File: src/hdl/spec_pkg.sv
`default_nettype none

package spec_pkg;

  // ====================================================================
  // datapath widths
  // ====================================================================

  // signed fft real and imaginary parts
  localparam int FFT_W   = 29;
  // bin index of a 4096 point frame
  localparam int BIN_W   = 12;
  // real^2 + imag^2 plus room for the channel b scale
  localparam int POWER_W = 60;
  // synthesizer frequency word
  localparam int FREQ_W  = 24;

  // ====================================================================
  // frame layout and windows
  // ====================================================================

  // only the lower half of each frame is kept
  localparam int HALF_BINS = 2048;
  localparam int BUF_AW    = 11;
  localparam logic [BIN_W-1:0] LAST_BIN = 12'd2047;

  // per-channel peak window, open bounds
  localparam logic [BIN_W-1:0] PEAK_LO = 12'd3;
  localparam logic [BIN_W-1:0] PEAK_HI = 12'd2044;

  // difference window, open bounds
  localparam logic [BIN_W-1:0] DIFF_LO = 12'd10;
  localparam logic [BIN_W-1:0] DIFF_HI = 12'd2037;

  // scanner reads addresses 0 .. SCAN_END-1
  localparam logic [BIN_W-1:0] SCAN_END = 12'd2047;

  // freq word = (index >> FREQ_SHIFT) * FREQ_STEP
  localparam int FREQ_SHIFT = 3;
  localparam logic [FREQ_W-1:0] FREQ_STEP = 24'd65;

  // capture fsm
  localparam logic [1:0] CAP_IDLE    = 2'd0;
  localparam logic [1:0] CAP_COLLECT = 2'd1;
  localparam logic [1:0] CAP_HELD    = 2'd2;

  // scanner fsm
  localparam logic [1:0] SCAN_IDLE   = 2'd0;
  localparam logic [1:0] SCAN_READ   = 2'd1;
  localparam logic [1:0] SCAN_DRAIN  = 2'd2;
  localparam logic [1:0] SCAN_FINISH = 2'd3;

endpackage

`default_nettype wire

File: src/hdl/diff_peak_scan.sv
`timescale 1ns/1ps
`default_nettype none

module diff_peak_scan (
  input  wire                                clk_64m,
  input  wire                                rst,
  input  wire                                done_a_i,
  input  wire                                done_b_i,
  output logic [spec_pkg::BIN_W-1:0]         rd_addr_o,
  input  wire  [spec_pkg::POWER_W-1:0]       power_a_i,
  input  wire  [spec_pkg::POWER_W-1:0]       power_b_i,
  output logic                               release_o,
  output logic [spec_pkg::BIN_W-1:0]         diff_index_o,
  output logic [spec_pkg::POWER_W-1:0]       diff_power_o,
  output logic [spec_pkg::FREQ_W-1:0]        freq_word_o,
  output logic                               result_valid_o
);

  logic [1:0] state;

  // read data pairs with the address of the previous cycle
  logic                         eval_valid;
  logic [spec_pkg::BIN_W-1:0]   eval_index;

  // best positive difference so far
  logic [spec_pkg::POWER_W-1:0] best_diff;
  logic [spec_pkg::BIN_W-1:0]   best_index;

  logic [spec_pkg::POWER_W-1:0] cur_diff;
  logic                         in_window;
  logic                         a_wins;
  logic                         diff_hit;
  logic [spec_pkg::POWER_W-1:0] next_diff;
  logic [spec_pkg::BIN_W-1:0]   next_index;
  logic [spec_pkg::FREQ_W-1:0]  index_wide;
  logic [spec_pkg::FREQ_W-1:0]  freq_next;
  logic                         last_addr;

  // ====================================================================
  // compare
  // ====================================================================

  // only meaningful when a wins
  assign cur_diff  = power_a_i - power_b_i;
  assign a_wins    = power_a_i > power_b_i;
  assign in_window = (eval_index > spec_pkg::DIFF_LO) && (eval_index < spec_pkg::DIFF_HI);

  // strictly greater, lowest index kept on ties
  assign diff_hit   = eval_valid && in_window && a_wins && (cur_diff > best_diff);
  assign next_diff  = diff_hit ? cur_diff : best_diff;
  assign next_index = diff_hit ? eval_index : best_index;

  // synthesizer word from the winning bin
  assign index_wide = {{(spec_pkg::FREQ_W - spec_pkg::BIN_W){1'b0}}, next_index};
  assign freq_next  = (index_wide >> spec_pkg::FREQ_SHIFT) * spec_pkg::FREQ_STEP;

  assign last_addr = (rd_addr_o == (spec_pkg::SCAN_END - 12'd1));

  // address of the data arriving next cycle
  always_ff @(posedge clk_64m) begin
    eval_index <= rd_addr_o;
  end

  // ====================================================================
  // scan fsm
  // ====================================================================

  always_ff @(posedge clk_64m) begin
    if (rst) begin
      state          <= spec_pkg::SCAN_IDLE;
      rd_addr_o      <= '0;
      eval_valid     <= 1'b0;
      best_diff      <= '0;
      best_index     <= '0;
      release_o      <= 1'b0;
      result_valid_o <= 1'b0;
      diff_index_o   <= '0;
      diff_power_o   <= '0;
      freq_word_o    <= '0;
    end else begin
      // single cycle pulses
      release_o      <= 1'b0;
      result_valid_o <= 1'b0;
      eval_valid     <= (state == spec_pkg::SCAN_READ);
      best_diff      <= next_diff;
      best_index     <= next_index;
      case (state)
        spec_pkg::SCAN_IDLE: begin
          // both spectra held
          if (done_a_i && done_b_i) begin
            state     <= spec_pkg::SCAN_READ;
            rd_addr_o <= '0;
          end
        end
        spec_pkg::SCAN_READ: begin
          // one address per cycle
          if (last_addr) begin
            state <= spec_pkg::SCAN_DRAIN;
          end else begin
            rd_addr_o <= rd_addr_o + 12'd1;
          end
        end
        spec_pkg::SCAN_DRAIN: begin
          // last read is being compared now
          diff_index_o   <= next_index;
          diff_power_o   <= next_diff;
          freq_word_o    <= freq_next;
          release_o      <= 1'b1;
          result_valid_o <= 1'b1;
          best_diff      <= '0;
          best_index     <= '0;
          state          <= spec_pkg::SCAN_FINISH;
        end
        spec_pkg::SCAN_FINISH: begin
          // wait for both captures to drop done
          if (!done_a_i && !done_b_i) begin
            state <= spec_pkg::SCAN_IDLE;
          end
        end
        default: begin
          state <= spec_pkg::SCAN_IDLE;
        end
      endcase
    end
  end

  // result and release leave together
  assert property (@(posedge clk_64m) disable iff (rst)
    result_valid_o == release_o)
    else $error("diff_peak_scan: result_valid_o and release_o differ");

  // release never hits a capture that is not holding
  assert property (@(posedge clk_64m) disable iff (rst)
    release_o |-> (done_a_i && done_b_i))
    else $error("diff_peak_scan: release_o without both frames done");

endmodule

`default_nettype wire

File: config.mk
export PLATFORM = sky130hd
export DESIGN_NAME = diff_peak_scan
export DESIGN_NICKNAME = d
export VERILOG_FILES = /design/src/hdl/spec_pkg.sv /design/src/hdl/diff_peak_scan.sv
export SDC_FILE = /design/constraint.sdc
export NUM_CORES = 1
export LEC_CHECK = 0
export ABC_AREA = 1
export BUFFER_PORTS_ARGS = -buffer_cell sky130_fd_sc_hd__buf_2
export CAP_MARGIN = 0
export CELL_PAD_IN_SITES_DETAIL_PLACEMENT = 1
export CELL_PAD_IN_SITES_GLOBAL_PLACEMENT = 1
export CORE_ASPECT_RATIO = 1.2
export CORE_MARGIN = 3
export CORE_UTILIZATION = 40
export DETAILED_ROUTE_END_ITERATION = 8
export HOLD_SLACK_MARGIN = 0.1
export PLACE_DENSITY = 0.86
export REMOVE_ABC_BUFFERS = 1
export SETUP_SLACK_MARGIN = 0.2
export SLEW_MARGIN = 15
export SYNTH_ARGS = -nofsm -noshare
export SYNTH_HDL_FRONTEND = slang
export SYNTH_SLANG_ARGS = --single-unit
File: constraint.sdc
create_clock -name clk_64m -period 6.4 [get_ports clk_64m]
set_clock_uncertainty 0.15 [all_clocks]
set_input_delay 0 -clock clk_64m [delete_from_list [all_inputs] [get_ports clk_64m]]
set_output_delay 0 -clock clk_64m [all_outputs]
set_load 0.01 [all_outputs]
==> results of run 1 <==
## power by group through the flow
stage | clock [uW] | combinational, uW | sequential, uW
2_1_floorplan | 0 | 689 | 1190
3_3_place_gp | 0 | 1060 | 1190
3_5_place_dp | 0 | 1100 | 1190
4_1_cts | 1110 | 1120 | 1170
5_1_grt | 1150 | 1270 | 1170
6_report | 1090 | 1130 | 1170
## cell usage in the layout, fill, tap and decap left out, types with 9 or more instances in the layout
| master | Yosys | routed |
|---|---|---|
| clkbuf_16 | 0 | 17 |
| nand2_2 | 13 | 14 |
| a21o_1 | 14 | 14 |
| nor2_1 | 244 | 241 |
| xnor2_1 | 10 | 10 |
| nor3_1 | 17 | 17 |
| buf_2 | 3 | 225 |
| o21ai_0 | 76 | 75 |
| o21ai_1 | 101 | 99 |
| xor2_1 | 36 | 35 |
| nand4_1 | 11 | 11 |
| inv_2 | 9 | 9 |
| inv_1 | 357 | 357 |
| dfxtp_1 | 182 | 182 |
| nor2_2 | 7 | 9 |
| a21oi_1 | 118 | 117 |
| o21a_1 | 9 | 9 |
| nand2_1 | 509 | 508 |
| ha_1 | 132 | 132 |
| nand3_1 | 63 | 63 |
| o21bai_1 | 12 | 11 |
| dlygate4sd3_1 | 0 | 13 |
## repair_timing
| action | in CTS | in global routing |
|---|---|---|
| hold endpoints to repair | 51 | 0 |
| resized for setup | 0 | 11 |
| hold buffers | 13 | 0 |
| setup endpoints to repair | 0 | 23 |
## worst paths after layout
| kind | from | end | slack [ns] | depth (start not counted) |
|---|---|---|---|---|
| max | power_a_i[7] | freq_word_o[13]$_SDFFE_PP0P_ | 0.60 | 32 |
| min | power_a_i[50] | best_diff[50]$_SDFF_PP0_ | 0.11 | 7 |
| max reg2reg | best_diff[11]$_SDFF_PP0_ | freq_word_o[13]$_SDFFE_PP0P_ | 2.28 | 23 |
| min reg2reg | rd_addr_o[8]$_SDFFE_PP0P_ | eval_index[8]$_DFF_P_ | 0.26 | 0 |
## state kept, by name, summed over array words and instances, names as in the netlist
register / flops
eval_valid: 1
freq_word_o: 10
eval_index: 12
state: 2
diff_index_o: 12
result_valid_o: 1
diff_power_o: 60
best_index: 12
best_diff: 60
rd_addr_o: 12
## stage by stage
step | hold WS [ns] | instance area, um2 | util [%] | power (uW) | cells
finish | 0.105 | 15300 | 47.2 | 3380 | 2678
global route | 0.169 | 15300 | 47.2 | 3590 | 2678
CTS | 0.106 | 15200 | 47.0 | 3390 | 2678
detailed placement | 0.136 | 14500 | 44.9 | 2290 | 2633
global placement | 0.133 | 14500 | 44.9 | 2250 | 2633
floorplan | -0.0776 | 12800 | - | 1880 | 1994
## logic make-up after synthesis
kind of cell               Yosys count  synth area share [%]
adders and majority gates          134                  12.9
xor gates and xnor gates            46                  3.07
other                                1                0.0285
buffers and inverters              422                  13.1
AOI/OAI and AO/OA                  358                  14.9
and+or+nand+nor                    900                  28.3
DFF                                182                  27.7
## cell type report
type,instances,area (um2)
clock buffer,21,450
inverter,366,1370
multi-input combinational,1446,7850
timing repair buffer,245,1310
fill,4450,17100
tap,407,509
sequential,182,3640
clock inverter,11,118
## worst max-delay path, delay by kind of cell
| kind | cells | cell delay (ns) |
|---|---|---|
| compound gates | 4 | 0.75 |
| xor+xnor | 1 | 0.54 |
| fa+ha+maj | 5 | 1.50 |
| buf+inv | 6 | 0.98 |
| simple gates | 16 | 2.23 |
## routing by layer
layer | vias up | part of all wire [%]
li1 | 6836 | -
met1 | 6490 | 42
met2 | 323 | 50
met3 | 87 | 3.0
met4 | 0 | 4.5
met5 | - | 0
==> flow_metrics.py, run 1 <==
metrics = {
    "run_status": {
        "status": "finished clean",
    },
    "drt": {
        "via_count": 13700,
        "drt_iter0_markers": 662,
        "ant_nets": 0,
        "vias_per_cell": 5.13,
        "routedWlPerCell_um": 18.4,
        "wl_um": 49200,
        "drc_errors": 0,
        "dr.pass1.iters": 5,
    },
    "synthesis": {
        "ys.warnings.count": 0,
        "synth_common_cells": "nand2_1 (509), inv_1 (357), nor2_1 (244), dfxtp_1 (182), ha_1 (132)",
        "synth_flop_cell": "dfxtp_1",
        "yosys-top-cells-area": "dfxtp_1 (28%), nand2_1 (15%), ha_1 (13%), inv_1 (10%), nor2_1 (7.0%)",
        "synth-seq-cells": 182,
        "synth_top_area_share_pct": 27.7,
        "avgSynthCellArea_um2": 6.43,
        "synth_top_cell_by_area": "dfxtp_1",
        "synthArstFlopShare_pct": 0,
        "yosysMostFrequentCell": "nand2_1",
        "synth_edf_count": 0,
        "netlist_instances": 2043,
        "syn_area_um2": 13100,
        "yosysUniqueCellTypes": 49,
        "yosysSeqAreaShare_pct": 27.7,
    },
    "timing": {
        "relSlewSlack_pct": 34.8,
        "fin_crit_sh_pct": 90.6,
        "tns_ns": 0,
        "maxSlewViolCount": 0,
        "finalSetupViolCount": 0,
        "clock.fmax_ghz": 0.172,
        "setup_slack_ns": 0.602,
        "layout_min_cycle_time_ns": 5.80,
        "rsz0062_at_grt": "no",
        "worst_pin_slew_ns": 0.978,
        "hold_viol_final": 0,
    },
    "pwr": {
        "switching_power_uw": 1320,
        "p_clk_share_pct": 32.1,
        "ir_drop_mv": 0.115,
        "combinationalPowerShare_pct": 33.4,
        "p_per_area_nw_per_um2": 222,
        "p_int_uw": 2060,
        "leakage_uw": 0.00778,
        "switching_share_pct": 39.0,
        "p_seq_share_pct": 34.5,
    },
    "clock_network": {
        "cts_buffers": 17,
        "path_clk_slew_ns": 0.07,
        "cts_tree": "yes",
        "cts.sink_count": 182,
        "cts_setup_buffers": 0,
        "h-tree-depth": 4,
        "cts_buffer_depth": 2,
        "clk_latency_ns": 0.45,
        "cts_root_buf": "clkbuf_16",
    },
    "placed_design": {
        "place_ws_ns": 0.226,
        "port_buffers": 225,
        "gp_congestion": 0.993,
        "dp_hpwl_um": 39900,
    },
    "global_route": {
        "grt.total_usage_pct": 27.8,
        "grt.overflow.total": 0,
        "grt_max_degree": 88,
        "antenna_found_initial": 0,
        "busiest_layer": "met2",
        "grt_pass1_vias": 14600,
        "met2_usage_pct": 51.1,
        "grt_util_met1_pct": 32.3,
        "grt_pass1_wl_um": 76700,
        "use_met3_pct": 3.03,
    },
    "run": {
        "drv_cap": 0,
    },
    "critical_path": {
        "endpoint_kind": "register",
        "cpMaxStageDelayCell": "xor2_1",
        "critPathKind": "input port to register",
        "arrival_ns": 5.99,
        "path_common_cell": "nand2_1",
        "worstPathRequired_ns": 6.59,
        "crit_path_start_kind": "input port",
        "slowest_delay_ns": 0.54,
        "crit_path_max_fanout": 14,
    },
    "die": {
        "die_h_um": 205,
        "die_w_um": 171,
        "fp.coreArea_um2": 32300,
        "ios": 234,
        "dieArea_um2": 35100,
        "rows": 72,
        "start_util_pct": 40.6,
    },
    "cells_and_area": {
        "syn_to_final_growth_pct": 16.1,
        "drive_above_1_share_pct": 14.0,
        "n_antenna_cell": 0,
        "nNetsFinal": 2516,
    },
    "hold_path": {
        "hp-class": "input port to register",
    },
}
Power figures use the tool's default switching activity.
==> inputs of run 2 (changes only) <==
==> constraint.sdc (replaced) <==
create_clock -name clk_64m -period 6.4 [get_ports clk_64m]
set_clock_uncertainty 0.15 [all_clocks]
set_input_delay 0.64 -clock clk_64m [delete_from_list [all_inputs] [get_ports clk_64m]]
set_output_delay 0.64 -clock clk_64m [all_outputs]
set_load 0.01 [all_outputs]
==> flow_metrics.py, run 2 (synthesized netlist as in run 1, its figures left out) <==
metrics = {
    "clock_network": {
        "cts_buffers": 17,
        "clk_latency_ns": 0.46,
        "cts_root_buf": "clkbuf_16",
        "path_clk_slew_ns": 0.07,
        "h-tree-depth": 4,
        "cts_tree": "yes",
        "cts_buffer_depth": 2,
        "cts.sink_count": 182,
    },
    "cells_and_area": {
        "n_antenna_cell": 0,
        "drive_above_1_share_pct": 15.1,
        "nFillCells": 4463,
        "final_cell_mix": "nand2_1 (506), inv_1 (357), nor2_1 (239)",
        "top_regs": "best_diff (60), diff_power_o (60)",
        "nNetsFinal": 2517,
        "final_cell_area_um2": 15300,
        "syn_to_final_growth_pct": 16.5,
        "layout_commonest_cell": "nand2_1",
    },
    "critical_path": {
        "endpoint_kind": "register",
        "arrival_ns": 6.02,
        "setup.worst_path.start": "power_b_i[24]",
        "rr_endpoint": "freq_word_o[14]$_SDFFE_PP0P_",
        "r2r_slack_ns": 2.44,
        "worstPathRequired_ns": 6.59,
        "crit_path_max_fanout": 7,
        "critPathKind": "input port to register",
        "slowest_delay_ns": 0.36,
        "crit_path_start_kind": "input port",
        "cpMaxStageDelayCell": "a21oi_1",
        "reg2reg_depth": 25,
        "r2r-start": "best_diff[11]$_SDFF_PP0_",
        "critPathCapture": "freq_word_o[14]$_SDFFE_PP0P_",
    },
    "pwr": {
        "switching_power_uw": 1310,
        "leakage_uw": 0.00781,
        "p_seq_share_pct": 34.4,
        "ir_drop_mv": 0.273,
        "p_clk_share_pct": 33.0,
        "combinationalPowerShare_pct": 32.6,
        "switching_share_pct": 38.6,
        "p_per_area_nw_per_um2": 222,
        "p_int_uw": 2080,
    },
    "drt": {
        "routedWlPerCell_um": 17.8,
        "via_count": 13700,
        "ant_nets": 0,
        "vias_per_cell": 5.11,
        "dr.pass1.iters": 5,
        "drc_errors": 0,
        "drt_iter0_markers": 757,
        "wl_um": 47700,
    },
    "timing": {
        "layout_min_cycle_time_ns": 5.83,
        "maxSlewViolCount": 0,
        "clock.fmax_ghz": 0.171,
        "tns_ns": 0,
        "hold_viol_final": 0,
        "worst_pin_slew_ns": 0.974,
        "fin_crit_sh_pct": 91.2,
        "finalSetupViolCount": 0,
        "relSlewSlack_pct": 35.1,
        "rsz0062_at_grt": "no",
    },
    "run_status": {
        "status": "finished clean",
    },
    "die": {
        "fp.coreArea_um2": 32300,
        "start_util_pct": 40.6,
        "rows": 72,
        "die_w_um": 171,
        "ios": 234,
        "dieArea_um2": 35100,
        "die_h_um": 205,
    },
    "placed_design": {
        "gp_congestion": 0.989,
        "dp_hpwl_um": 39000,
        "port_buffers": 225,
        "dpl-instance-area_um2": 14600,
    },
    "global_route": {
        "grt.overflow.total": 0,
        "antenna_found_initial": 0,
        "grt.total_usage_pct": 27.1,
        "grt_pass1_vias": 14400,
        "grt_max_degree": 88,
        "grt_pass1_wl_um": 74700,
    },
    "hold_path": {
        "hp-class": "register to register",
    },
    "run": {
        "drv_cap": 0,
    },
}
run 2: cell types whose count changed in the layout (fill, tap and decap cells not counted), moves of 2 or more:
cell and change:
buf_4 +14, clkinv_2 -2, nor2_1 -2, a21oi_1 -3, nand2_2 +2, clkbuf_1 -3, clkinv_8 +2, nand2_1 -2
a21oi_2 +3, dlygate4sd3_1 -13
run 2: critical path: cells and delay by family:
| kind | cells | cell delay [ns] |
|---|---|---|
| xor+xnor | 1 | 0.28 |
| fa+ha+maj | 4 | 1.25 |
| simple gates | 16 | 2.19 |
| compound gates | 6 | 1.29 |
| buf+inv | 6 | 0.39 |
run 2: worst min-delay path by stage:
stage | end | startpoint | cells past startpoint | slack (ns)
floorplan | eval_index[4]$_DFF_P_ | rd_addr_o[4]$_SDFFE_PP0P_ | 0 | 0.26
global placement | eval_index[4]$_DFF_P_ | rd_addr_o[4]$_SDFFE_PP0P_ | 0 | 0.24
detailed placement | eval_index[4]$_DFF_P_ | rd_addr_o[4]$_SDFFE_PP0P_ | 0 | 0.25
CTS | eval_index[4]$_DFF_P_ | rd_addr_o[4]$_SDFFE_PP0P_ | 0 | 0.26
global route | eval_index[4]$_DFF_P_ | rd_addr_o[4]$_SDFFE_PP0P_ | 0 | 0.28
finish | eval_index[11]$_DFF_P_ | rd_addr_o[11]$_SDFFE_PP0P_ | 0 | 0.26
run 2: layout make-up:
| type | instances | area [um2] | area share (%) |
|---|---|---|---|
| Clock buffer | 19 | 453 | 2.96 |
| Clock inverter | 13 | 160 | 1.05 |
| Inverter | 366 | 1370 | 8.98 |
| Multi-Input combinational cell | 1446 | 7880 | 51.5 |
| Sequential cell | 182 | 3640 | 23.8 |
| Tap cell | 407 | 509 | 3.33 |
| Timing Repair Buffer | 246 | 1280 | 8.39 |
run 2: what timing repair did:
item / 4_1_cts / 5_1_grt
setup endpoints to repair: 0 / 7
gates resized for setup: 0 / 21
setup buffers: 0 / 3
hold buffers: 0 / 0
run 2: per-layer routing:
layer | global-route usage [%] | part of all wire, %
met1 | 32.1 | 43
met2 | 48.1 | 49
met3 | 3.22 | 3.2
met4 | 12.9 | 4.8
met5 | 0 | 0
run 2: per-stage QoR:
step	hold WS [ns]	setup WS, ns	utilization (%)	power, uW	cells
2_1_floorplan	0.264	-0.0864	-	1880	1994
3_3_place_gp	0.243	0.0709	45.1	2240	2644
3_5_place_dp	0.246	-0.102	45.1	2280	2644
4_1_cts	0.257	0.369	47.0	3410	2676
5_1_grt	0.281	0.152	47.3	3600	2679
6_report	0.264	0.566	47.3	3390	2679
run 2: power groups by stage:
stage	clock (uW)	combinational (uW)	sequential, uW
after floorplan	0	689	1190
after global placement	0	1050	1190
after detailed placement	0	1090	1190
after CTS	1140	1100	1170
after global routing	1190	1240	1170
final	1120	1110	1170
==> inputs of run 3 (changes only) <==
- GPL_TIMING_DRIVEN: unset -> 0
- clock period: 6.4 -> 6.2 ns (I/O delays scaled with it)
==> flow_metrics.py, run 3 (synthesized netlist as in run 1, its figures left out) <==
metrics = {
    "run": {
        "drv_cap": 0,
    },
    "cells_and_area": {
        "n_antenna_cell": 0,
        "nNetsFinal": 2518,
        "final_cells": 2680,
        "top_regs": "best_diff (60), diff_power_o (60)",
        "layout_commonest_cell": "nand2_1",
        "syn_to_final_growth_pct": 19.2,
        "drive_above_1_share_pct": 16.8,
        "regArea_um2": 3640,
        "final_cell_mix": "nand2_1 (498), inv_1 (357), nor2_1 (232)",
        "final_cell_area_um2": 15700,
        "nFillCells": 4415,
        "final_util_pct": 48.4,
        "multi_input_area_um2": 8130,
    },
    "drt": {
        "vias_per_cell": 5.14,
        "wl_met3_um": 1590,
        "via_count": 13800,
        "met1Wirelength_um": 20700,
        "drt_iter0_markers": 644,
        "met2_length_um": 24200,
        "drc_errors": 0,
        "maxUsedRoutingLayer": "met4",
        "ant_nets": 0,
        "routedWlPerCell_um": 18.0,
        "dr.pass1.iters": 5,
        "wl_um": 48300,
    },
    "critical_path": {
        "cpMaxStageDelayCell": "ha_1",
        "path_common_cell": "nand2_1",
        "arrival_ns": 5.90,
        "reg2reg_depth": 25,
        "cp_num_buf_inv": 6,
        "critPathKind": "input port to register",
        "endpoint_kind": "register",
        "critPathTopFamily": "simple AND/OR/NAND/NOR gates",
        "r2r-start": "best_diff[11]$_SDFF_PP0_",
        "crit_path_max_fanout": 13,
        "setup.worst_path.start": "power_a_i[22]",
        "crit_path_start_kind": "input port",
        "worstPathRequired_ns": 6.40,
        "worstSetupPathDepth": 35,
        "slowest_delay_ns": 0.35,
    },
    "die": {
        "fp.coreArea_um2": 32300,
        "ios": 234,
        "die_w_um": 171,
        "die_h_um": 205,
        "start_util_pct": 40.6,
        "dieArea_um2": 35100,
        "rows": 72,
    },
    "global_route": {
        "grt.overflow.total": 0,
        "antenna_found_initial": 0,
        "grt.total_usage_pct": 27.0,
        "grt_pass1_vias": 14200,
        "grt_pass1_wl_um": 74100,
        "grt_max_degree": 82,
    },
    "pwr": {
        "finalPower_uw": 3630,
        "ir_drop_mv": 0.154,
        "switching_share_pct": 37.8,
        "p_per_area_nw_per_um2": 232,
        "leakage_uw": 0.00790,
        "p_clk_share_pct": 33.5,
        "p_int_uw": 2260,
        "p_seq_share_pct": 33.1,
        "switching_power_uw": 1370,
        "combinationalPowerShare_pct": 33.4,
    },
    "timing": {
        "worst_pin_slew_ns": 0.900,
        "finalSetupViolCount": 0,
        "tns_ns": 0,
        "rsz0062_at_grt": "no",
        "fin_crit_sh_pct": 92.0,
        "hold_viol_final": 0,
        "maxSlewViolCount": 0,
        "relSlewSlack_pct": 39.9,
        "layout_min_cycle_time_ns": 5.70,
        "clock.fmax_ghz": 0.175,
    },
    "clock_network": {
        "clk_latency_ns": 0.47,
        "path_clk_slew_ns": 0.07,
        "cts.sink_count": 182,
        "h-tree-depth": 4,
        "cts_root_buf": "clkbuf_16",
        "cts_tree": "yes",
        "cts_buffer_depth": 2,
        "cts_buffers": 17,
    },
    "placed_design": {
        "placed_cells": 2632,
        "dp_hpwl_um": 38100,
        "port_buffers": 225,
        "gp_congestion": 0.985,
        "dpl-instance-area_um2": 14600,
    },
    "hold_path": {
        "hp-start": "rst",
        "hp-class": "input port to register",
        "worstHoldPathCells": 2,
    },
    "run_status": {
        "status": "finished clean",
    },
}
## run 3: cell types whose count changed in the layout (fill, tap and decap cells not counted), sizes merged, moves of 2 or more
cell,before,now
bufinv,1,3
clkbuf,19,21
clkinv,5,3
nand3,65,67
## run 3: path summary, 6_finish.rpt
path / to / slack, ns
min: eval_valid$_SDFF_PP0_ / 0.26
max reg2reg: freq_word_o[14]$_SDFFE_PP0P_ / 2.18
min reg2reg: eval_index[0]$_DFF_P_ / 0.26
max: freq_word_o[14]$_SDFFE_PP0P_ / 0.50
## run 3: per-stage QoR
stage / hold WS [ns] / worst slack, ns
finish: 0.265 / 0.497
global route: 0.255 / 0.134
CTS: 0.241 / 0.210
detailed placement: 0.250 / -1.49
global placement: 0.242 / -2.91
floorplan: 0.264 / -0.266
## run 3: area by class of cell
cell class              count  share of cell area (%)
clock buffers              21                    2.94
clock inverters            11                    1.04
inverters                 366                    8.82
multi-input cells        1448                    51.9
flip-flops and latches    182                    23.3
well taps                 407                    3.25
repair buffers            245                    8.77
## run 3: what timing repair did
| action | 4_1_cts | 5_1_grt |
|---|---|---|
| pin swaps | 5 | 13 |
| hold buffers | 0 | 0 |
| buffers inserted | 7 | 7 |
| resized for setup | 17 | 58 |
| cloned | 2 | 0 |
| setup endpoints to repair | 94 | 8 |
## run 3: power by group through the flow
stage                     sequential (uW)  clock (uW)  combinational (uW)
final                                1200        1220                1210
after global routing                 1210        1290                1350
after CTS                            1200        1240                1180
after detailed placement             1230           0                1140
after global placement               1230           0                1060
after floorplan                      1230           0                 711
## run 3: routing by layer
| layer | up-vias | global-route usage (%) |
|---|---|---|
| met4 | 0 | 11.1 |
| met2 | 341 | 48.8 |
| li1 | 6828 | - |
| met1 | 6509 | 32.5 |
| met3 | 91 | 2.78 |
| met5 | - | 0 |
